===== src/source/eu_types_pkg.sv =====
// Event unit data widths, payload types and core limits
package eu_types_pkg;

   // Bus and payload types
   typedef logic [31:0] word_t;    // One bus data word
   typedef logic [63:0] line_t;    // Mask or buffer of one core, {high, low}
   typedef logic [7:0]  irq_id_t;  // Encoded interrupt id

   // Largest core count the address map can hold
   localparam int MAX_CORES = 8;

   // Id returned when no interrupt is pending
   localparam irq_id_t IRQ_ID_NONE = 8'hFF;

   // Barrier trigger plus three general purpose lines
   localparam int NUM_INT_EVENTS = 4;

endpackage


===== src/source/eu_idle_counter.sv =====
// Per-core saturating idle-cycle counters with enable mask and clear
`timescale 1ns/100ps

module eu_idle_counter
   import eu_types_pkg::*;
#(
   parameter int NUM_CORES = 4
)
(
   input  logic                  clk_i,
   input  logic                  rst_ni,
   input  logic [NUM_CORES-1:0]  sleep_i,
   input  logic [NUM_CORES-1:0]  clear_i,     // One-hot clear strobe
   input  logic                  start_we_i,
   input  logic [NUM_CORES-1:0]  start_i,
   output word_t [NUM_CORES-1:0] count_o
);

   logic [NUM_CORES-1:0]  enable_q;
   word_t [NUM_CORES-1:0] count_q;

   always_ff @(posedge clk_i, negedge rst_ni)
   begin
      if (!rst_ni)
      begin
         enable_q <= '0;
         count_q  <= '0;
      end
      else
      begin
         if (start_we_i)
            enable_q <= start_i;
         for (int i = 0; i < NUM_CORES; i++)
         begin
            if (clear_i[i])
               count_q[i] <= '0;
            else if (enable_q[i] && sleep_i[i] && count_q[i] != '1)
               count_q[i] <= count_q[i] + 32'd1;  // Stops at all ones
         end
      end
   end

   assign count_o = count_q;

   for (genvar g = 0; g < NUM_CORES; g++)
   begin : g_mono_chk
      a_count_monotonic: assert property (@(posedge clk_i) disable iff (!rst_ni)
         !clear_i[g] |=> count_q[g] >= $past(count_q[g]));
   end

endmodule


===== config.mk =====
export PLATFORM = sky130hd
export DESIGN_NAME = eu_idle_counter
export DESIGN_NICKNAME = d
export VERILOG_FILES = /design/src/source/eu_types_pkg.sv /design/src/source/eu_idle_counter.sv
export SDC_FILE = /design/constraint.sdc
export NUM_CORES = 1
export LEC_CHECK = 0
export BUFFER_PORTS_ARGS = -buffer_cell sky130_fd_sc_hd__buf_2
export CAP_MARGIN = 20
export CORE_MARGIN = 2
export CORE_UTILIZATION = 55
export DETAILED_ROUTE_END_ITERATION = 7
export PLACE_DENSITY = 0.82
export SYNTH_ARGS = -nofsm -noshare
export SYNTH_HDL_FRONTEND = slang
export SYNTH_SLANG_ARGS = --single-unit

===== constraint.sdc =====
create_clock -name clk_i -period 5.26 [get_ports clk_i]
set_input_delay 0.526 -clock clk_i [delete_from_list [all_inputs] [get_ports clk_i]]
set_output_delay 0.526 -clock clk_i [all_outputs]
set_load 0.01 [all_outputs]

# Word-level counts from Yosys, hierarchy flattened

Index checks and enable logic that the tools add are counted.

Equal/unequal tests: 4
Reduce and logical (&&, ||, !) cells: 12
Add/subtract/negate cells: 4
Multiplexer cells: 8

Operator list:

| cell                    | count |
|---|---|
| $mux W32                | 8 |
| $add A32 B1 Y32 const B | 4 |
| $ne A32 B32 Y1 const B  | 4 |
| $logic_and A1 B1 Y1     | 8 |
| $reduce_bool A2 Y1      | 4 |

Output and inout port bits: 128
Input port bits: 15
Register bits after elaboration: 132

# Longest topological paths before layout

Depth after elaboration: 4
Depth in mapped cells: 9
Mapped depth without buffers: 6

# Least setup slack after synthesis

Ideal clock, no wire load.

Path type: register -> register
Start point: register count_q (netlist bit count_o[32])
End point: register count_q (netlist bit count_o[60])
Cell stages (with the launch flop): 8
Path slack: 3.097 ns
Arrival: 2.085 ns
Path buffers: 1
Data required time: 5.182 ns
Setup time: 0.078 ns
Period minus slack after synthesis: 2.163 ns
Path through: dfrtp_1 ha_1 and4_1 nand3_1 or4_1 buf_2 or4_1 a21oi_1

Cells in the longest elaborated chain, start to end: 3
Elaborated cells on any way between the ends: 6

Ends and longest elaborated chain:

| item                                                     | line                                         | RTL |
|---|---|---|
| start, declared                                          | eu_idle_counter.sv:20                        | `word_t [NUM_CORES-1:0] count_q;` |
| start signal, assigned by index                          | eu_idle_counter.sv:38                        | `count_q[i] <= count_q[i] + 32'd1;` |
| $add A32 B1 Y32 / $ne A32 B32 Y1 (equally long branches) | eu_idle_counter.sv:38, eu_idle_counter.sv:37 |  |
| $mux W32 / $logic_and A1 B1 Y1 (equally long branches)   | eu_idle_counter.sv:37                        | `else if (enable_q[i] && sleep_i[i] && count_q[i] != '1)` |
| $mux W32 / $reduce_bool A2 Y1 (equally long branches)    | --                                           |  |

Several ways; a longest one is shown, not always the timed one. The select of a mux whose other input is x is not followed.
A chain may end at the register's enable or synchronous reset.

# Final worst setup path

Start point: register count_q (netlist bit count_o[107])
End point: register count_q (netlist bit count_o[127])

The elaborated chain is that of the path after synthesis.

==> flow_metrics.py <==
metrics = {
    "floorplan": {
        "initial_core_util_pct": 56.20,
        "coreArea_um2": 13190,
        "core.rowCount": 42,
        "dieArea_um2": 14420,
        "fp.dieW_um": 120.1,
        "ios": 143,
        "die_height_um": 120.1,
    },
    "timing": {
        "fmax_ghz": 0.3879,
        "fin_crit_sh_pct": 49.02,
        "rsz0062_at_grt": "no",
        "timing.slew.headroom_pct": 31.15,
        "tns_ns": 0,
        "min_period_ns": 2.578,
        "finalHoldViolCount": 0,
        "finalSetupViolCount": 0,
        "holdWs_ns": 0.2062,
        "worst_pin_slew_ns": 1.027,
        "finClkSkew_ns": 0.007444,
        "report.final.slew_viol_count": 0,
    },
    "clock_network": {
        "cts_sinks": 132,
        "cts_buffers": 17,
        "h-tree-depth": 4,
        "clock_latency_ns": 0.42,
        "cts_resized": 0,
        "cts_tree": "done",
        "cts-root-buf": "clkbuf_16",
        "cts_setup_buffers": 0,
        "clockBufferDepth": 2,
        "clkSlewWorstSetupHoldPaths_ns": 0.06,
        "ctsHoldBuffers": 0,
    },
    "critical_path": {
        "worstSetupEndpointType": "flip-flop",
        "worst-setup-path-type": "reg -> reg",
        "cp-start-kind": "flip-flop",
        "path_buf_inv": 0,
        "required_ns": 5.56,
        "crit_arrival_ns": 2.88,
        "critPathTopFamily": "compound AO/OA/AOI/OAI gates",
        "crit_chain": "and4_1 -> nand4_1 -> o31ai_2 -> nor3_1 -> mux2_1",
        "critPathMaxStageDelay_ns": 0.96,
        "path_max_fanout": 18,
        "cp_slowest_cell": "o31ai_2",
    },
    "placed_design": {
        "dp.cells": 1081,
        "dpl.hpwl_um": 11910,
        "gp_congestion": 0.8230,
        "port_buffers": 142,
    },
    "power": {
        "p_sw_share_pct": 21.49,
        "power.share.combinational_pct": 3.6,
        "intPower_uw": 1877,
        "power.total_uw": 2391,
        "p_leak_uw": 0.003825,
        "peakVddDrop_mv": 0.2309,
        "p_per_area_nw_per_um2": 270.8,
        "sequentialPowerShare_pct": 43.3,
        "switching_power_uw": 513.7,
        "p_clk_share_pct": 53.1,
    },
    "grt": {
        "grt_pass1_vias": 6319,
        "grt_pass1_wl_um": 30400,
        "track_usage_pct": 25.60,
        "antenna_found_initial": 0,
        "grt.overflow.total": 0,
        "grt_max_degree": 98,
    },
    "synthesis": {
        "async_flop_share_pct": 100.0,
        "synth_nets": 823,
        "yosysSeqAreaShare_pct": 44.56,
        "synth_area_leaders": "dfrtp_1 (45%), a21oi_1 (5.8%), o31ai_1 (4.6%), or4_1 (4.6%), nand4_1 (3.5%)",
        "ys_warn_count": 0,
        "syn_area_um2": 7413,
        "synth.avg_cell_area_um2": 9.221,
        "synth.top_cell.area_share_pct": 44.56,
        "synth_cell_types": 53,
        "synth_edf_count": 0,
        "yosysMostFrequentCell": "dfrtp_1",
        "synth_common_cells": "dfrtp_1 (132), a21oi_1 (86), nor2_1 (50)",
        "ys_ff_latch": 132,
        "synthCells": 804,
        "synth_largest_area_cell": "dfrtp_1",
        "synth_ff_type": "dfrtp_1",
    },
    "layout": {
        "fillCellCount": 1079,
        "layout-drive-gt1-share_pct": 21.22,
        "area_growth_pct": 19.07,
        "nNetsFinal": 944,
        "antennaDiodeCount": 0,
        "final_cells": 1114,
    },
    "detailed_routing": {
        "dr.pass1.iters": 5,
        "remaining_drc_errors": 0,
        "wl_um": 18250,
        "drtAntennaViolNets": 0,
        "vias": 7004,
        "wl_per_cell_um": 16.38,
        "drt_iter0_markers": 488,
        "viasPerCell": 6.287,
    },
    "hold_path": {
        "hp-class": "in -> async",
    },
    "outcome": {
        "status": "finished, final reports clean",
    },
    "flow_run": {
        "maxCapViolations": 0,
    },
}
layer usage:
| layer | share of wire (%) | global-route usage, % | vias up |
|---|---|---|---|
| met5 | 0 | 0 | - |
| met4 | 1.6 | 9.118 | 0 |
| met3 | 6.4 | 6.226 | 25 |
| met2 | 49 | 40.31 | 220 |
| met1 | 43 | 34.52 | 3431 |
| li1 | - | - | 3328 |
final cells by class:
| type | instances | area [um2] | area share, % |
|---|---|---|---|
| Multi-Input combinational cell | 613 | 3867 | 43.81 |
| Sequential cell | 132 | 3303 | 37.42 |
| Timing Repair Buffer | 146 | 750.7 | 8.505 |
| Clock buffer | 24 | 481.7 | 5.457 |
| Tap cell | 176 | 220.2 | 2.495 |
| Clock inverter | 8 | 147.6 | 1.673 |
| Inverter | 15 | 56.30 | 0.6378 |
final timing paths:
check	start	to	slack (ns)	depth (start not counted)
max in group asynchronous	rst_ni	count_o[100]	4.05	2
worst min register to register	enable_q[1]	enable_q[1]	0.54	1
worst min-delay path	rst_ni	count_o[1]	0.21	1
min in group clk_i	start_i[1]	enable_q[1]	0.34	2
worst max-delay path	count_o[107]	count_o[127]	2.68	5
worst max register to register	count_o[107]	count_o[127]	2.68	5
registers in the layout, indices dropped and copies added, names as in the netlist:
signal    flops
enable_q      4
count_o     128
logic make-up after synthesis:
| group | synth area share [%] |
|---|---|
| compound gates | 16.44 |
| buf+inv | 3.274 |
| xor+xnor | 2.127 |
| flops | 44.56 |
| simple gates | 29.18 |
| fa+ha+maj | 0.6751 |
| mux | 3.747 |
metrics by stage:
stage / setup WS, ns / utilization [%] / instance area, um2
floorplan: 3.097 / - / 7413
global placement: 2.634 / 62.07 / 8187
detailed placement: 2.517 / 62.07 / 8187
CTS: 2.500 / 66.84 / 8816
global route: 2.460 / 66.92 / 8827
finish: 2.682 / 66.92 / 8827
power by group through the flow:
stage | logic, uW | clock network (uW) | registers (uW)
6_report | 87.3 | 1270 | 1030
5_1_grt | 99.4 | 1320 | 1040
4_1_cts | 89.1 | 1280 | 1030
3_5_place_dp | 88.7 | 0 | 1050
3_3_place_gp | 87.8 | 0 | 1050
2_1_floorplan | 45.2 | 0 | 1050
cell usage in the layout, fill, tap and decap left out, drive strengths merged, types with 3 or more instances in the layout:
master and count:
buf 146, dfrtp 132, a21oi 86, nor2 50, nand2 47, o31ai 46
or4 45, nand4 43, nand3 41, o21ai 40, or3 38, clkbuf 24
and4 23, mux2 22, and3 19, nor2b 17, inv 15, and2 12
nor3 12, xnor2 10, nor4 10, xor2 8, o211ai 4, ha 4
bufinv 4, a31o 3, a211oi 3, a31oi 3, mux2i 3, clkinvlp 3
o21ba 3
No activity file was read; power rests on OpenSTA's default activity.
