## config.mk

```make
export PLATFORM = sky130hd
export DESIGN_NAME = eu_line_access
export DESIGN_NICKNAME = d
export VERILOG_FILES = /design/src/source/eu_types_pkg.sv /design/src/source/eu_regmap_pkg.sv /design/src/source/eu_line_access.sv
export SDC_FILE = /design/constraint.sdc
export NUM_CORES = 1
export LEC_CHECK = 0
export BUFFER_PORTS_ARGS = -buffer_cell sky130_fd_sc_hd__buf_2
export CAP_MARGIN = 10
export CORE_AREA = 3 3 424 426
export DETAILED_ROUTE_END_ITERATION = 6
export DIE_AREA = 0 0 427 429
export PLACE_DENSITY = 0.3
export SYNTH_ARGS = -nofsm -noshare
export SYNTH_HDL_FRONTEND = slang
export SYNTH_SLANG_ARGS = --single-unit
```

## constraint.sdc

```tcl
create_clock -name vclk -period 4
set_input_delay 0.4 -clock vclk [all_inputs]
set_output_delay 0.4 -clock vclk [all_outputs]
set_load 0.01 [all_outputs]
```

## src/source/eu_types_pkg.sv

```systemverilog
// Event unit data widths, payload types and core limits
package eu_types_pkg;

   // Bus and payload types
   typedef logic [31:0] word_t;    // One bus data word
   typedef logic [63:0] line_t;    // Mask or buffer of one core, {high, low}
   typedef logic [7:0]  irq_id_t;  // Encoded interrupt id

   // Largest core count the address map can hold
   localparam int MAX_CORES = 8;

   // Id returned when no interrupt is pending
   localparam irq_id_t IRQ_ID_NONE = 8'hFF;

   // Barrier trigger plus three general purpose lines
   localparam int NUM_INT_EVENTS = 4;

endpackage

```

## src/source/eu_regmap_pkg.sv

```systemverilog
// Event unit address map with field positions, group codes and word offsets
package eu_regmap_pkg;

   // ****************************************
   // Address fields
   // ****************************************
   localparam int IRQ_BIT   = 9;
   localparam int EVENT_BIT = 8;
   localparam int OFF_HI    = 7;  // Word offset, upper bit
   localparam int OFF_LO    = 2;  // Word offset, lower bit

   // Group taken from {IRQ_BIT, EVENT_BIT}
   typedef enum logic [1:0]
   {
      GRP_NONE  = 2'b00,  // Former body-bias group, acknowledged only
      GRP_EVENT = 2'b01,
      GRP_IRQ   = 2'b10,
      GRP_CTRL  = 2'b11
   } eu_group_e;

   // ****************************************
   // Event and interrupt groups
   // ****************************************
   localparam logic [5:0] MASK_LOW_BASE  = 6'd0;   // Plus core index
   localparam logic [5:0] MASK_HIGH_BASE = 6'd8;
   localparam logic [5:0] BUF_LOW_BASE   = 6'd16;
   localparam logic [5:0] BUF_HIGH_BASE  = 6'd24;

   // ****************************************
   // Control group
   // ****************************************
   localparam logic [5:0] CORE_CLKGATE      = 6'd2;
   localparam logic [5:0] EMERG_EVENT_SET   = 6'd3;
   localparam logic [5:0] EMERG_IRQ_SET     = 6'd4;
   localparam logic [5:0] EMERG_IRQ_CLEAR   = 6'd5;
   localparam logic [5:0] EMERG_EVENT_CLEAR = 6'd6;
   localparam logic [5:0] INT_EVENT_BASE    = 6'd8;   // Barrier trigger, then GP 0 to 2
   localparam logic [5:0] IDLE_CNT_CLEAR    = 6'd12;
   localparam logic [5:0] IDLE_CNT_START    = 6'd13;
   localparam logic [5:0] IRQ_ID_BASE       = 6'd16;  // Plus core index, read only
   localparam logic [5:0] IDLE_CNT_BASE     = 6'd24;  // Plus core index, read only

endpackage

```

## src/source/eu_line_access.sv

```systemverilog
// Per-core mask write, buffer clear and readback for one line kind
`timescale 1ns/100ps

module eu_line_access
   import eu_types_pkg::*;
   import eu_regmap_pkg::*;
#(
   parameter int NUM_CORES = 4
)
(
   input  logic [5:0]                 offset_i,
   input  logic                       we_i,
   input  word_t                      wdata_i,
   input  line_t [NUM_CORES-1:0]      mask_reg_i,    // External mask registers
   input  line_t [NUM_CORES-1:0]      buf_status_i,
   output line_t [NUM_CORES-1:0]      mask_o,
   output logic  [NUM_CORES-1:0][1:0] mask_sel_o,    // {high, low} per core
   output line_t [NUM_CORES-1:0]      buf_clear_o,
   output word_t                      rdata_o
);

   always_comb
   begin
      mask_o      = '0;
      mask_sel_o  = '0;
      buf_clear_o = '0;
      rdata_o     = '0;

      for (int i = 0; i < NUM_CORES; i++)
      begin
         if (offset_i == MASK_LOW_BASE + 6'(i))
         begin
            if (we_i)
            begin
               mask_o[i][31:0]  = wdata_i;
               mask_sel_o[i][0] = 1'b1;
            end
            rdata_o = mask_reg_i[i][31:0];
         end
         else if (offset_i == MASK_HIGH_BASE + 6'(i))
         begin
            if (we_i)
            begin
               mask_o[i][63:32] = wdata_i;
               mask_sel_o[i][1] = 1'b1;
            end
            rdata_o = mask_reg_i[i][63:32];
         end
         // Buffer writes clear the bits set in wdata
         else if (offset_i == BUF_LOW_BASE + 6'(i))
         begin
            if (we_i)
               buf_clear_o[i][31:0] = wdata_i;
            rdata_o = buf_status_i[i][31:0];
         end
         else if (offset_i == BUF_HIGH_BASE + 6'(i))
         begin
            if (we_i)
               buf_clear_o[i][63:32] = wdata_i;
            rdata_o = buf_status_i[i][63:32];
         end
      end
   end

   // Mask registers only load on an accepted write
   always_comb
   begin
      a_sel_needs_we: assert (we_i || mask_sel_o == '0)
         else $error("mask_sel_o raised without a write");
   end

endmodule

```

After elaboration in Yosys (flattened, before gate mapping)
Index checks and enable logic that the tools add are counted.
{"block": "totals", "wordCells": 78, "register_bits": 0}
{"block": "op_classes", "n_eq_ne": 15, "muxes": 62, "reduce_logical": 1}
{"cell": "$mux W32", "count": 41}
{"cell": "$mux W64", "count": 8}
{"cell": "$eq A6 B5 Y1 const B", "count": 8}
{"cell": "$eq A6 B4 Y1 const B", "count": 4}
{"cell": "$mux W1", "count": 13}
{"cell": "$eq A6 B2 Y1 const B", "count": 2}
{"cell": "$eq A6 B1 Y1 const B", "count": 1}
{"cell": "$logic_not A6 Y1", "count": 1}

Depth between registers and ports, before layout
{"block": "logic_depth", "word_depth": 17, "ltp_mapped": 9, "mapped_depth_nobuf": 5}

Least setup slack after synthesis
No wires, ideal clock.
{"block": "synth_timing", "path_type": "input port to output port", "from": "input offset_i[4]", "to": "output rdata_o[27]", "n_path_buf": 2, "stages": 7, "required_ns": 3.600, "arrival_ns": 2.033, "slack_ns": 1.567, "cell_sequence": "buf_2 or4_4 nor2_4 buf_4 a2111oi_0 o21a_1 o311ai_1"}
{"block": "synth_between", "elab_chain_len": 17, "word_cells_on_any_way": 32, "cone_classes": "eq/ne (15); mux (16); reduce/logical (1)"}
{"element": "start: declaration", "line": "eu_line_access.sv:11", "rtl": "input logic [5:0] offset_i,"}
{"element": "$eq A6 B5 Y1", "line": "eu_line_access.sv:56", "rtl": "else if (offset_i == BUF_HIGH_BASE + 6'(i))"}
{"element": "$mux W32", "line": "eu_line_access.sv:56"}
{"element": "$mux W32", "line": "eu_line_access.sv:50", "rtl": "else if (offset_i == BUF_LOW_BASE + 6'(i))"}
{"element": "$mux W32", "line": "eu_line_access.sv:40", "rtl": "else if (offset_i == MASK_HIGH_BASE + 6'(i))"}
{"element": "$mux W32", "line": "eu_line_access.sv:31", "rtl": "if (offset_i == MASK_LOW_BASE + 6'(i))"}
{"element": "$mux W32", "line": "eu_line_access.sv:56"}
{"element": "$mux W32", "line": "eu_line_access.sv:50"}
{"element": "$mux W32", "line": "eu_line_access.sv:40"}
{"element": "$mux W32", "line": "eu_line_access.sv:31"}
{"element": "$mux W32", "line": "eu_line_access.sv:56"}
{"element": "$mux W32", "line": "eu_line_access.sv:50"}
{"element": "$mux W32", "line": "eu_line_access.sv:40"}
{"element": "$mux W32", "line": "eu_line_access.sv:31"}
{"element": "$mux W32", "line": "eu_line_access.sv:56"}
{"element": "$mux W32", "line": "eu_line_access.sv:50"}
{"element": "$mux W32", "line": "eu_line_access.sv:40"}
{"element": "$mux W32 *", "line": "eu_line_access.sv:31"}
{"element": "end: declaration", "line": "eu_line_access.sv:19", "rtl": "output word_t rdata_o"}
Every way passes the cells marked *; elsewhere a longest branch is shown, timed or not.

Final worst setup path
{"block": "layout_timing", "from": "input offset_i[4]", "to": "output rdata_o[0]"}
Same word-level chain as after synthesis.

==> flow_metrics.py <==
metrics = {
    "die": {
        "num_io_pins": 1103,
        "die_h_um": 429,
        "core-area_um2": 176100,
        "die_area_um2": 183200,
        "rows": 154,
        "die_w_um": 427,
        "start_util": 0.04158,
    },
    "critical_path": {
        "end_kind": "output port",
        "required_ns": 3.60,
        "crit_type": "in2out",
        "cp.arrival_ns": 3.30,
        "slowest_stage": "and2_1",
        "max_stage_delay_ns": 0.53,
        "crit_buf_inv": 4,
        "cp_max_fo": 32,
        "crit_family": "buffers and inverters",
        "start_kind": "input port",
        "critical_path.cell_chain": "buf_2 > nor4b_4 > buf_12 > and2_1 > buf_4 > a221oi_1 > o21a_1 > o311ai_2 > buf_2",
        "setup.worst_path.start": "offset_i[4]",
        "cp_common_cell": "buf_2",
    },
    "sta": {
        "min_period_ns": 3.696,
        "layout_setup_ws_ns": 0.3035,
        "fin_crit_sh": 0.9241,
        "worst_slew_pin_slew_ns": 1.186,
        "final_hold_viol_count": 0,
        "rsz0062_at_grt": "no",
        "setup_violations": 0,
        "whs_ns": 1.124,
        "slew_headroom": 0.1887,
        "fmax_mhz": 270.5,
        "slew_violations": 0,
        "final.setup.tns_ns": 0,
    },
    "routing": {
        "vias_per_cell": 3.373,
        "wl_per_cell_um": 31.72,
        "dr.pass1.iters": 5,
        "first_iter_violations": 1575,
        "drcViolationCount": 0,
        "ant_nets": 0,
        "routed_wirelength_um": 149000,
        "num_vias": 15850,
    },
    "yosys": {
        "yosys_warnings": 0,
        "synth_area_um2": 7323,
        "synthXorXnorAreaFrac": 0.001196,
        "synth_top_area_cell": "and2_1",
        "yosys.area_share.simple": 0.5478,
        "synth.avg_cell_area_um2": 5.831,
        "synth_cell_types": 56,
        "syn_inst": 1256,
        "seq_area_frac_synth": 0,
        "yosysTopAreaCellShare": 0.2264,
        "synth_fp_nets": 1807,
        "synth-adder-area-share": 0,
        "synth-compound-area-share": 0.3407,
        "synth_top_family_by_area": "simple AND/OR/NAND/NOR gates",
        "synth_mux_area_frac": 0.03195,
        "synth.area.top_cells": "and2_1, nor2_1, and3_1",
    },
    "clocking": {
        "hold_buffers": 0,
    },
    "worst_hold_path": {
        "min_from": "mask_reg_i[208]",
        "hold_class": "in2out",
    },
    "placed_design": {
        "post-place-ws_ns": -0.1262,
        "io_buffers": 1103,
        "gp_congestion": 0.8651,
        "dpl_cell_area_um2": 16160,
        "place_hpwl_um": 133500,
    },
    "finish": {
        "seqCellArea_um2": 0,
        "final_area_um2": 16270,
        "mostFrequentLayoutCells": "buf_2, nor2_1, and2_1",
        "nets": 2872,
        "area_growth_pct": 122.2,
        "seq_cells": 0,
        "layout-drive-gt1-share": 0.5420,
        "fillCellCount": 21130,
        "clock_buffers": 0,
        "mostFrequentLayoutCell": "buf_2",
        "fin_util": 0.09239,
    },
    "run_status": {
        "status": "finished clean",
    },
    "pwr": {
        "power_leakage_nw": 8.488,
        "peakVddDrop_mv": 0.04071,
        "power_density_nw_per_um2": 61.18,
    },
    "global_route": {
        "grt_overflow": 0,
        "grt_antenna_before_repair": 193,
        "grt_use_total": 0.1525,
        "grt_max_degree": 58,
        "grt_pass1_wl_um": 179700,
        "grt_pass1_vias": 14240,
    },
    "run": {
        "max_cap_viol_count": 0,
    },
}
timing repair:
| action | in CTS | in global routing |
|---|---|---|
| setup endpoints to repair | 2 | 0 |
| buffers inserted | 0 | 0 |
| resized for setup | 2 | 0 |
stage by stage:
stage | instances | power, mW
global placement | 4659 | 1.012
finish | 4698 | 0.9955
floorplan | 1256 | 0.2450
detailed placement | 4659 | 1.005
CTS | 4659 | 1.010
global route | 4670 | 1.053
synth_stat cells, drive strengths merged (3+ instances only):
master	n
o21ai	12
a222oi	6
a31o	11
a22oi	42
o2111a	21
o21a	18
nor2b	3
nand2	61
a21oi	27
o221ai	16
a2111oi	14
o211ai	3
nand3	22
o2bb2ai	18
mux2i	11
nor4	17
mux2	11
clkbuf	104
nor2	301
a211oi	11
o211a	5
buf	35
and2	269
o311ai	18
nand2b	3
nor3	3
o22ai	28
a2bb2oi	18
and3	90
a221oi	33
tightest hold or removal path, cell delays in order:
cell and delay [ns]:
buf_2 0.07, a22oi_1 0.05, nand3_1 0.07, buf_2 0.13
area by class of cell:
cell class	instances	area (µm²)	area share
antenna	39	97.59	0.005998
timing repair buffer	1202	6369	0.3914
multi-input combinational	1116	6874	0.4225
tap	2340	2928	0.1799
inverter	1	3.754	0.0002307
cells by family (layout without fill, tap and decap cells):
kind of cell,Yosys count,count (layout)
simple gates,780,780
compound gates,313,313
buf+inv,140,1203
mux,22,22
xor+xnor,1,1
other cells,0,39
worst paths after layout:
| check | to | depth (start not counted) |
|---|---|---|
| worst max-delay path | rdata_o[0] | 9 |
| worst min-delay path | rdata_o[16] | 4 |
routing by layer:
| layer | wire length [µm] | track usage | vias to the layer above | share of wire |
|---|---|---|---|---|
| met1 | 64410 | 0.2022 | 7817 | 0.43 |
| met2 | 71430 | 0.2642 | 1051 | 0.48 |
| met3 | 11320 | 0.03321 | 216 | 0.076 |
| met4 | 1621 | 0.005172 | 42 | 0.011 |
| met5 | 264 | 0 | - | 0.0018 |
| li1 | - | - | 6721 | - |
power by group:
part	internal, mW	switching [mW]	total, mW
registers	0	0	0
clock network	0.000000918	0	0.000000919
logic	0.350	0.645	0.995
total	0.350	0.645	0.995
(Power assumes the default switching activity.)
