### src/source/eu_types_pkg.sv
// Event unit data widths, payload types and core limits
package eu_types_pkg;

   // Bus and payload types
   typedef logic [31:0] word_t;    // One bus data word
   typedef logic [63:0] line_t;    // Mask or buffer of one core, {high, low}
   typedef logic [7:0]  irq_id_t;  // Encoded interrupt id

   // Largest core count the address map can hold
   localparam int MAX_CORES = 8;

   // Id returned when no interrupt is pending
   localparam irq_id_t IRQ_ID_NONE = 8'hFF;

   // Barrier trigger plus three general purpose lines
   localparam int NUM_INT_EVENTS = 4;

endpackage

### src/source/eu_irq_id_arbiter.sv
// Fixed-priority encoder giving the lowest pending interrupt of one core
`timescale 1ns/100ps

module eu_irq_id_arbiter
   import eu_types_pkg::*;
(
   input  line_t   status_i,
   output irq_id_t id_o
);

   // Scan downwards so bit 0 has the highest priority
   always_comb
   begin
      id_o = IRQ_ID_NONE;
      for (int b = $bits(line_t) - 1; b >= 0; b--)
      begin
         if (status_i[b])
            id_o = irq_id_t'(b);
      end
   end

endmodule

### config.mk
export PLATFORM = sky130hd
export DESIGN_NAME = eu_irq_id_arbiter
export DESIGN_NICKNAME = d
export VERILOG_FILES = /design/src/source/eu_types_pkg.sv /design/src/source/eu_irq_id_arbiter.sv
export SDC_FILE = /design/constraint.sdc
export NUM_CORES = 1
export LEC_CHECK = 0
export BUFFER_PORTS_ARGS = -buffer_cell sky130_fd_sc_hd__buf_2
export CELL_PAD_IN_SITES_DETAIL_PLACEMENT = 0
export CELL_PAD_IN_SITES_GLOBAL_PLACEMENT = 2
export CORE_MARGIN = 8
export CORE_UTILIZATION = 16
export DETAILED_ROUTE_END_ITERATION = 6
export GPL_TIMING_DRIVEN = 0
export PLACE_DENSITY_LB_ADDON = 0.3
export SYNTH_ARGS = -nofsm -noshare
export SYNTH_HDL_FRONTEND = slang
export SYNTH_SLANG_ARGS = --single-unit
export TNS_END_PERCENT = 100
### constraint.sdc
create_clock -name vclk -period 1.76
set_clock_uncertainty 0.2 [all_clocks]
set_input_delay 0.088 -clock vclk [all_inputs]
set_output_delay 0.088 -clock vclk [all_outputs]
set_load 0.005 [all_outputs]
== After elaboration in Yosys (flattened, before gate mapping) ==
Cells that the tools add are included.

* Magnitude comparators: 0
* Add/subtract/negate cells: 0
* Shift operators: 0
* Reduce and logical (&&, ||, !) cells: 0
* Bitwise logic cells: 0
* Multipliers: 0
* Eq/ne operators: 0
* Div/mod/pow operators: 0
* Muxes and demuxes: 64

{| class="wikitable"
|+ Operators by type and width
! cell !! count
|-
| 8-bit 2-to-1 mux || 64
|}

* ROM bits: 0
* Bits in writable memories: 0
* Register bits after elaboration: 0
* Word-level logic and storage cells: 64
* Memories kept: 0
* Bits in latches: 0

== Longest topological paths before layout ==
Gate-level depths: netlist (run 1).

* Depth in word-level cells: 64
* Gate-level depth with buffers: 5
* Mapped depth without buffers: 5

== Least setup slack after synthesis (run 1) ==
No wires, ideal clock.

* Path type: input to output
* From: input status_i[16]
* To: output id_o[0]
* Slack: -0.081 ns
* Buffers on the path: 0
* Arrival: 1.553 ns
* Cell stages on the path: 5
* Data required time: 1.472 ns
* Path through: nor2b_1 or4_4 or3_1 a2111o_1 a211oi_2

* Word-level cells in the longest chain between the ends: 17

{| class="wikitable"
|+ Ends and longest elaborated chain
! what !! RTL line !! text
|-
| from (decl) || eu_irq_id_arbiter.sv:7 || <nowiki>input line_t status_i,</nowiki>
|-
| 8-bit 2-to-1 mux (17 in series) || eu_irq_id_arbiter.sv:17 || <nowiki>if (status_i[b])</nowiki>
|-
| to (decl) || eu_irq_id_arbiter.sv:8 || <nowiki>output irq_id_t id_o</nowiki>
|}

Every way passes these cells.

== Worst setup path after layout (run 1) ==
Ends and elaborated chain as after synthesis.

==> impl_metrics.py, run 1 <==
metrics = {
    "global_route": {
        "grt_max_degree": 7,
        "grt_pass1_vias": 1443,
        "grt-ovfl-total": 0,
        "antenna_found_initial": 0,
        "grt_first_pass_wirelength_mm": 6.589,
        "track_usage_pct": 10.20,
    },
    "die": {
        "die_w_um": 88.01,
        "die-area_mm2": 0.007745,
        "fp.dieH_um": 88.01,
        "start_util_pct": 16.45,
        "core_mm2": 0.005042,
        "row_count": 26,
        "num_io_pins": 72,
    },
    "outcome": {
        "violations": "negative setup slack",
        "status": "finished with violations",
    },
    "placement": {
        "dpl.cell_count": 283,
        "port_buffers": 72,
        "dp_hpwl_mm": 3.659,
        "gp_congestion": 0.7672,
    },
    "layout": {
        "fin_nets": 279,
        "final_util_pct": 27.59,
        "seq_area_um2": 0,
        "syn_to_final_growth_pct": 67.72,
        "final_common_cell": "buf_2",
        "nFillCells": 588,
        "layout_common_cells": "buf_2 (71), nor2_1 (24), inv_1 (11), nor4_1 (8)",
        "layout-drive-gt1-share_pct": 41.78,
        "fin_cells": 283,
        "clkbuf_count": 0,
        "seq_cell_count": 0,
        "n_antenna_cell": 0,
    },
    "logic_synthesis": {
        "synth.avg_cell_area_um2": 5.883,
        "yosys_warnings": 0,
        "netlist_instances": 141,
        "syn_area_um2": 829.5,
        "yosysUniqueCellTypes": 34,
        "syn_nets": 205,
        "ys_seq_area_share_pct": 0,
    },
    "sta": {
        "period_needed_ns": 2.079,
        "post-route-period-util_pct": 118.1,
        "maxSlewViolCount": 0,
        "rsz0062_at_grt": "true",
        "relSlewSlack_pct": 54.32,
        "setup_viol": 5,
        "worst_pin_slew_ns": 0.6680,
        "fmax_mhz": 481.0,
        "fin_ws_ns": -0.3192,
        "final_hold_viol_count": 0,
    },
    "worst_setup_path": {
        "cpPeakStageDelay_ns": 0.49,
        "end_kind": "output pin",
        "crit_slowest_cell": "or4_4",
        "crit_fanout": 4,
        "critPathLaunchType": "primary input",
        "worstPathRequired_ns": 1.47,
        "crit_arrival_ns": 1.79,
        "path_cells": "buf_8, nor2b_4, or4_4, or3_1, a2111o_1, a211oi_2, buf_2",
        "crit_path_start": "status_i[16]",
        "worstSetupPathType": "primary input to output pin",
    },
    "routing": {
        "first_iter_violations": 37,
        "wl_per_cell_um": 14.54,
        "vias": 1385,
        "route.detailed.drc": 0,
        "ant_nets": 0,
        "vias_per_cell": 4.894,
        "first_pass_iters": 4,
        "drt-total-wl_mm": 4.114,
    },
    "power_and_ir_drop": {
        "powerDensity_mw_per_mm2": 161.6,
        "leakagePower_nw": 0.5763,
        "peakVddDrop_uv": 66.56,
    },
    "min_path": {
        "min-delay-start": "status_i[0]",
        "hold_path.class": "primary input to output pin",
    },
    "clock_network": {
        "post-cts-setup-buffers": 0,
    },
    "flow_run": {
        "drv_cap": 0,
    },
}
## repair_timing
item,in CTS,in global routing
hold buffers,0,0
setup endpoints to repair,6,8
gates resized for setup,6,13
pin swaps,2,3
## cell families (layout without fill, tap and decap cells)
family                 after synthesis  count (layout)  share of synthesized area, %
AOI/OAI and AO/OA                   46              46                         40.27
and+or+nand+nor                     83              83                         53.85
buffers and inverters               12              84                         5.883
## area by class of cell
class	instances	area, µm²	area share [%]
multi-input cells	129	884.6	63.58
repair buffers	72	370.4	26.62
inverters	11	41.29	2.968
well taps	70	87.58	6.295
plain buffers	1	7.507	0.5396
## where the power goes
part           leakage, nW  internal (mW)  switching [mW]
combinational        0.576          0.102           0.123
clock                    0              0               0
sequential               0              0               0
## worst max-delay path, delay by kind of cell
kind / cells / cell delay (ns)
AO/OA/AOI/OAI: 2 / 0.55
buffers and inverters: 2 / 0.24
AND/OR/NAND/NOR: 3 / 0.91
## stage by stage
| step | power [mW] | cell area, µm² | TNS (ns) | hold WS (ns) | worst slack, ns |
|---|---|---|---|---|---|
| finish | 0.2249 | 1391 | -0.9148 | 0.3581 | -0.3192 |
| floorplan | 0.07245 | 835.8 | -0.08110 | 0.08675 | -0.08110 |
| global placement | 0.2100 | 1284 | -1.361 | 0.3771 | -0.5291 |
| detailed placement | 0.2077 | 1284 | -1.226 | 0.3717 | -0.5038 |
| CTS | 0.2139 | 1310 | -0.9868 | 0.3751 | -0.3485 |
| global route | 0.2536 | 1391 | -1.600 | 0.3801 | -0.3719 |
## path summary, 6_finish.rpt
path,endpoint,slack [ns],cells after the start
worst max-delay path,id_o[0],-0.32,7
worst min-delay path,id_o[0],0.36,4
## Yosys cell counts, types with 2 or more instances
library cell,n,share of area [%]
nor4_1,15,11
a31oi_1,5,3.8
o31a_1,2,2.1
a21boi_1,2,1.8
nor2b_1,5,3.8
a211oi_1,3,2.7
a2111oi_0,4,4.2
nor3_1,7,4.2
inv_1,11,5.0
or4_1,9,8.1
o21bai_1,3,2.7
nor2_1,25,11
nor3b_1,2,1.8
a21oi_1,5,3.0
o21ai_0,6,3.6
o211ai_1,5,4.5
or3_1,3,2.3
nand4_1,3,2.3
nand2_1,7,3.2
nand2b_1,4,3.0
nand3_1,2,1.2
## layer usage
layer	vias to the layer above	wire length (µm)	track usage, %
li1	715	-	-
met2	47	2055	18.54
met1	623	1718	12.42
met3	0	340	2.345
met5	-	0	0
met4	0	0	0
Note: power is estimated with default switching activity, not from simulation.
==> run 2: changes to the inputs <==
CORE_ASPECT_RATIO = 0.7   (was default)
CORE_MARGIN = default   (was 8)
CORE_UTILIZATION = 17   (was 16)
clock period = 2.1 ns   (was 1.76 ns; I/O delays follow)
==> run 2 against run 1 <==
  * The flow still finishes with violations (negative setup slack)
  * Cell count fell by 5.3%
  * Via count is 2.5% lower
  * Final area fell by 4.7%
  * Worst setup slack better by 0.30 ns
  * Combinational power down 19%
  * Flip-flop and latch count is the same
  * Sequential share of layout area is the same
  * Global-route usage rose by 2.6 points
  * Non-clock buffer count stayed put
  * Critical path depth did not move
  * Hold slack better by 0.025 ns
  * Clock-buffer cell count stayed put
==> impl_metrics.py, run 2 (same netlist as run 1, synthesis figures left out) <==
metrics = {
    "outcome": {
        "status": "finished with violations",
        "violations": "negative setup slack",
    },
    "sta": {
        "rsz0062_at_grt": "true",
        "worst_pin_slew_ns": 0.6145,
        "tns_ns": -0.01676,
        "period_needed_ns": 2.117,
        "fin_ws_ns": -0.01676,
        "final_hold_viol_count": 0,
        "post-route-period-util_pct": 100.8,
        "setup_viol": 1,
        "maxSlewViolCount": 0,
        "relSlewSlack_pct": 57.97,
        "holdWs_ns": 0.3826,
        "fmax_mhz": 472.4,
    },
    "die": {
        "die-area_mm2": 0.005167,
        "row_count": 20,
        "die_w_um": 85.49,
        "start_util_pct": 18.42,
        "fp.dieH_um": 60.45,
        "core_mm2": 0.004504,
        "num_io_pins": 72,
    },
    "layout": {
        "seq_area_um2": 0,
        "fin_nets": 279,
        "fin_cells": 268,
        "multiInputGateArea_um2": 838.3,
        "layout-drive-gt1-share_pct": 38.97,
        "final_util_pct": 29.44,
        "final_common_cell": "buf_2",
        "clkbuf_count": 0,
        "nFillCells": 505,
        "syn_to_final_growth_pct": 59.88,
        "n_antenna_cell": 0,
        "seq_cell_count": 0,
        "layout_common_cells": "buf_2 (71), nor2_1 (25), nor4_1 (11), inv_1 (11), or4_1 (9)",
    },
    "power_and_ir_drop": {
        "leakagePower_nw": 0.5420,
        "p_int_uw": 84.28,
        "powerDensity_mw_per_mm2": 138.2,
        "pwr-share-seq_pct": 0,
        "comb_power_share_pct": 100.0,
        "power_frac_clock_pct": 0,
        "power_switching_uw": 99.07,
        "peakVddDrop_uv": 36.89,
        "sw_frac_of_total_pct": 54.03,
    },
    "routing": {
        "first_pass_iters": 4,
        "vias_per_cell": 5.037,
        "drt-total-wl_mm": 3.407,
        "ant_nets": 0,
        "wl_per_cell_um": 12.71,
        "vias": 1350,
        "route.detailed.drc": 0,
        "first_iter_violations": 25,
    },
    "global_route": {
        "grt-ovfl-total": 0,
        "grt_first_pass_wirelength_mm": 5.520,
        "grt_pass1_vias": 1256,
        "track_usage_pct": 12.75,
        "antenna_found_initial": 0,
        "grt_max_degree": 7,
    },
    "placement": {
        "port_buffers": 72,
        "dpl.cell_count": 268,
        "dp_hpwl_mm": 3.045,
        "gp_congestion": 0.7586,
    },
    "worst_setup_path": {
        "worstSetupPathType": "primary input to output pin",
        "worstPathRequired_ns": 1.79,
        "critPathLaunchType": "primary input",
        "crit_arrival_ns": 1.81,
        "crit_fanout": 4,
        "end_kind": "output pin",
    },
    "min_path": {
        "hold_path.class": "primary input to output pin",
    },
    "flow_run": {
        "drv_cap": 0,
    },
    "clock_network": {
        "cts_hold_buf": 0,
    },
}
[run 2: power by group through the flow]
stage	logic, mW	registers, mW	clock network [mW]
global placement	0.176	0	0
global route	0.205	0	0
detailed placement	0.172	0	0
CTS	0.174	0	0
floorplan	0.0607	0	0
finish	0.183	0	0
[run 2: critical path, cell delays in order]
cell      delay, ns
buf_8          0.10
nor2b_4        0.11
or4_4          0.49
or3_4          0.34
a2111o_1       0.38
a211oi_2       0.14
buf_2          0.14
[run 2: routing by layer]
metal	part of all wire, %	track usage (%)	up-vias
li1	-	-	719
met1	53	19.56	593
met2	40	19.89	38
met3	6.7	2.041	0
met4	0	0	0
met5	0	0	-
[run 2: final cells by class]
type | count | area share, %
tap | 55 | 5.189
timing repair buffer | 72 | 27.92
buffer | 1 | 0.5660
multi-input combinational | 129 | 63.21
inverter | 11 | 3.113
[run 2: worst paths after layout]
kind	startpoint	to	slack (ns)	depth (start not counted)
setup / recovery	status_i[16]	id_o[0]	-0.02	7
hold / removal	status_i[1]	id_o[1]	0.38	5
[run 2: repair_timing]
action                     in CTS  in global routing
resized for setup               3                 11
setup buffers                   0                  0
setup endpoints to repair       3                  4
pin swaps                       1                  0
[run 2: metrics by stage]
stage	worst slack (ns)	total power, mW	cell area [µm²]
6_report	-0.01676	0.1833	1326
5_1_grt	-0.06376	0.2047	1326
4_1_cts	-0.03854	0.1743	1271
3_5_place_dp	-0.1719	0.1722	1259
3_3_place_gp	-0.1446	0.1759	1259
2_1_floorplan	0.2249	0.06072	829.5
==> run 3: changes to the inputs <==
BUFFER_PORTS_ARGS = default   (was -buffer_cell sky130_fd_sc_hd__buf_2)
CORE_UTILIZATION = 30   (was 17)
DONT_BUFFER_PORTS = 1   (was default)
==> run 3 against run 2 <==
  * The flow now finishes without violations
  * Routed wire length shrank 19%
  * Largest cell class unchanged
  * Final area decreased by 33%
  * Hold slack worse by 0.22 ns
  * Utilization up 5.5 points
  * Highest routed layer unchanged
  * Cell count fell by 35%
  * Total power is 60% lower
  * Critical path type unchanged
  * Flip-flop and latch count did not move
==> impl_metrics.py, run 3 (same netlist as run 1, synthesis figures left out) <==
metrics = {
    "outcome": {
        "status": "finished clean",
    },
    "die": {
        "die_w_um": 64.85,
        "start_util_pct": 32.74,
        "die-area_mm2": 0.002983,
        "row_count": 15,
        "fp.dieH_um": 46.00,
        "num_io_pins": 72,
        "core_mm2": 0.002534,
    },
    "flow_run": {
        "drv_cap": 0,
    },
    "routing": {
        "ant_nets": 0,
        "first_iter_violations": 32,
        "wl_per_cell_um": 15.83,
        "drt-total-wl_mm": 2.770,
        "first_pass_iters": 4,
        "vias": 1107,
        "route.detailed.drc": 0,
        "vias_per_cell": 6.326,
    },
    "layout": {
        "layout-drive-gt1-share_pct": 4.255,
        "n_antenna_cell": 0,
        "fin_area_um2": 884.6,
        "layout_common_cells": "nor2_1 (25), nor4_1 (14), inv_1 (11), or4_1 (9)",
        "fin_nets": 207,
        "seq_cell_count": 0,
        "nFillCells": 302,
        "seq_area_um2": 0,
        "clkbuf_count": 0,
        "final_common_cell": "nor2_1",
        "multiInputGateArea_um2": 793.3,
        "syn_to_final_growth_pct": 6.636,
    },
    "worst_setup_path": {
        "cpLargestDelayFamily": "simple AND/OR/NAND/NOR gates",
        "worstSetupPathType": "primary input to output pin",
        "end_kind": "output pin",
        "crit_fanout": 4,
        "path_buf_inv": 0,
        "worstPathRequired_ns": 1.79,
        "cpPeakStageDelay_ns": 0.49,
        "critPathLaunchType": "primary input",
        "path_cells": "nor2b_1, or4_4, or3_1, a2111o_1, a211oi_2",
        "crit_arrival_ns": 1.68,
        "crit_slowest_cell": "or4_4",
    },
    "power_and_ir_drop": {
        "sw_frac_of_total_pct": 49.91,
        "powerDensity_mw_per_mm2": 83.33,
        "p_int_uw": 36.92,
        "power_switching_uw": 36.79,
        "power_frac_clock_pct": 0,
        "pwr-share-seq_pct": 0,
        "peakVddDrop_uv": 34.36,
        "comb_power_share_pct": 100.0,
        "leakagePower_nw": 0.2353,
    },
    "sta": {
        "tns_ns": 0,
        "relSlewSlack_pct": 62.23,
        "fmax_mhz": 503.1,
        "rsz0062_at_grt": "false",
        "period_needed_ns": 1.988,
        "setup_viol": 0,
        "final_hold_viol_count": 0,
        "maxSlewViolCount": 0,
        "post-route-period-util_pct": 94.65,
        "worst_pin_slew_ns": 0.5522,
    },
    "global_route": {
        "grt_pass1_vias": 1018,
        "track_usage_pct": 17.85,
        "antenna_found_initial": 0,
        "grt_max_degree": 7,
        "grt_first_pass_wirelength_mm": 4.188,
        "grt-ovfl-total": 0,
    },
    "min_path": {
        "min-delay-start": "status_i[0]",
        "hold_path.class": "primary input to output pin",
        "worstHoldEndpoint": "id_o[0]",
        "holdPathStages": 2,
    },
    "clock_network": {
        "post-cts-setup-buffers": 0,
    },
    "placement": {
        "gp_congestion": 0.7530,
        "place_area_um2": 872.1,
        "port_buffers": 0,
        "dp_hpwl_mm": 2.515,
    },
}
## run 3: worst max-delay path by stage
stage / from / to / depth (start not counted)
4_1_cts: status_i[32] / id_o[7] / 5
2_1_floorplan: status_i[16] / id_o[0] / 5
5_1_grt: status_i[16] / id_o[0] / 5
3_3_place_gp: status_i[9] / id_o[0] / 5
3_5_place_dp: status_i[9] / id_o[0] / 5
6_report: status_i[16] / id_o[0] / 5
## run 3: power groups by stage
| stage | registers [mW] | logic, mW | clock network [mW] |
|---|---|---|---|
| after floorplan | 0 | 0.0607 | 0 |
| final | 0 | 0.0737 | 0 |
| after detailed placement | 0 | 0.0730 | 0 |
| after global placement | 0 | 0.0726 | 0 |
| after CTS | 0 | 0.0736 | 0 |
| after global routing | 0 | 0.0847 | 0 |
## run 3: metrics by stage
stage / power [mW] / utilization (%) / hold WS (ns) / std cells / setup WS, ns
after floorplan: 0.06072 / - / 0.1207 / 141 / 0.2249
after global placement: 0.07262 / 34.42 / 0.1600 / 175 / -0.07997
after detailed placement: 0.07298 / 34.42 / 0.1617 / 175 / -0.02944
after CTS: 0.07361 / 34.47 / 0.1621 / 175 / 0.05766
after global routing: 0.08472 / 34.91 / 0.1670 / 175 / 0.06509
final: 0.07372 / 34.91 / 0.1611 / 175 / 0.1123
## run 3: layout make-up
class,instances,area share (%)
Multi-Input combinational cell,129,89.67
Tap cell,34,4.809
Inverter,11,4.668
Buffer,1,0.8487
## run 3: repair_timing
action | 4_1_cts | 5_1_grt
gates resized for setup | 1 | 2
endpoints found under the setup margin | 1 | 2
hold buffers | 0 | 0
## run 3: routing by layer
metal	wire (µm)	vias to the layer above	part of all wire [%]	GRT usage [%]
li1	-	566	-	-
met1	1318	483	48	26.89
met2	1084	58	39	26.88
met3	367	0	13	4.000
met4	0	0	0	0
met5	0	-	0	0
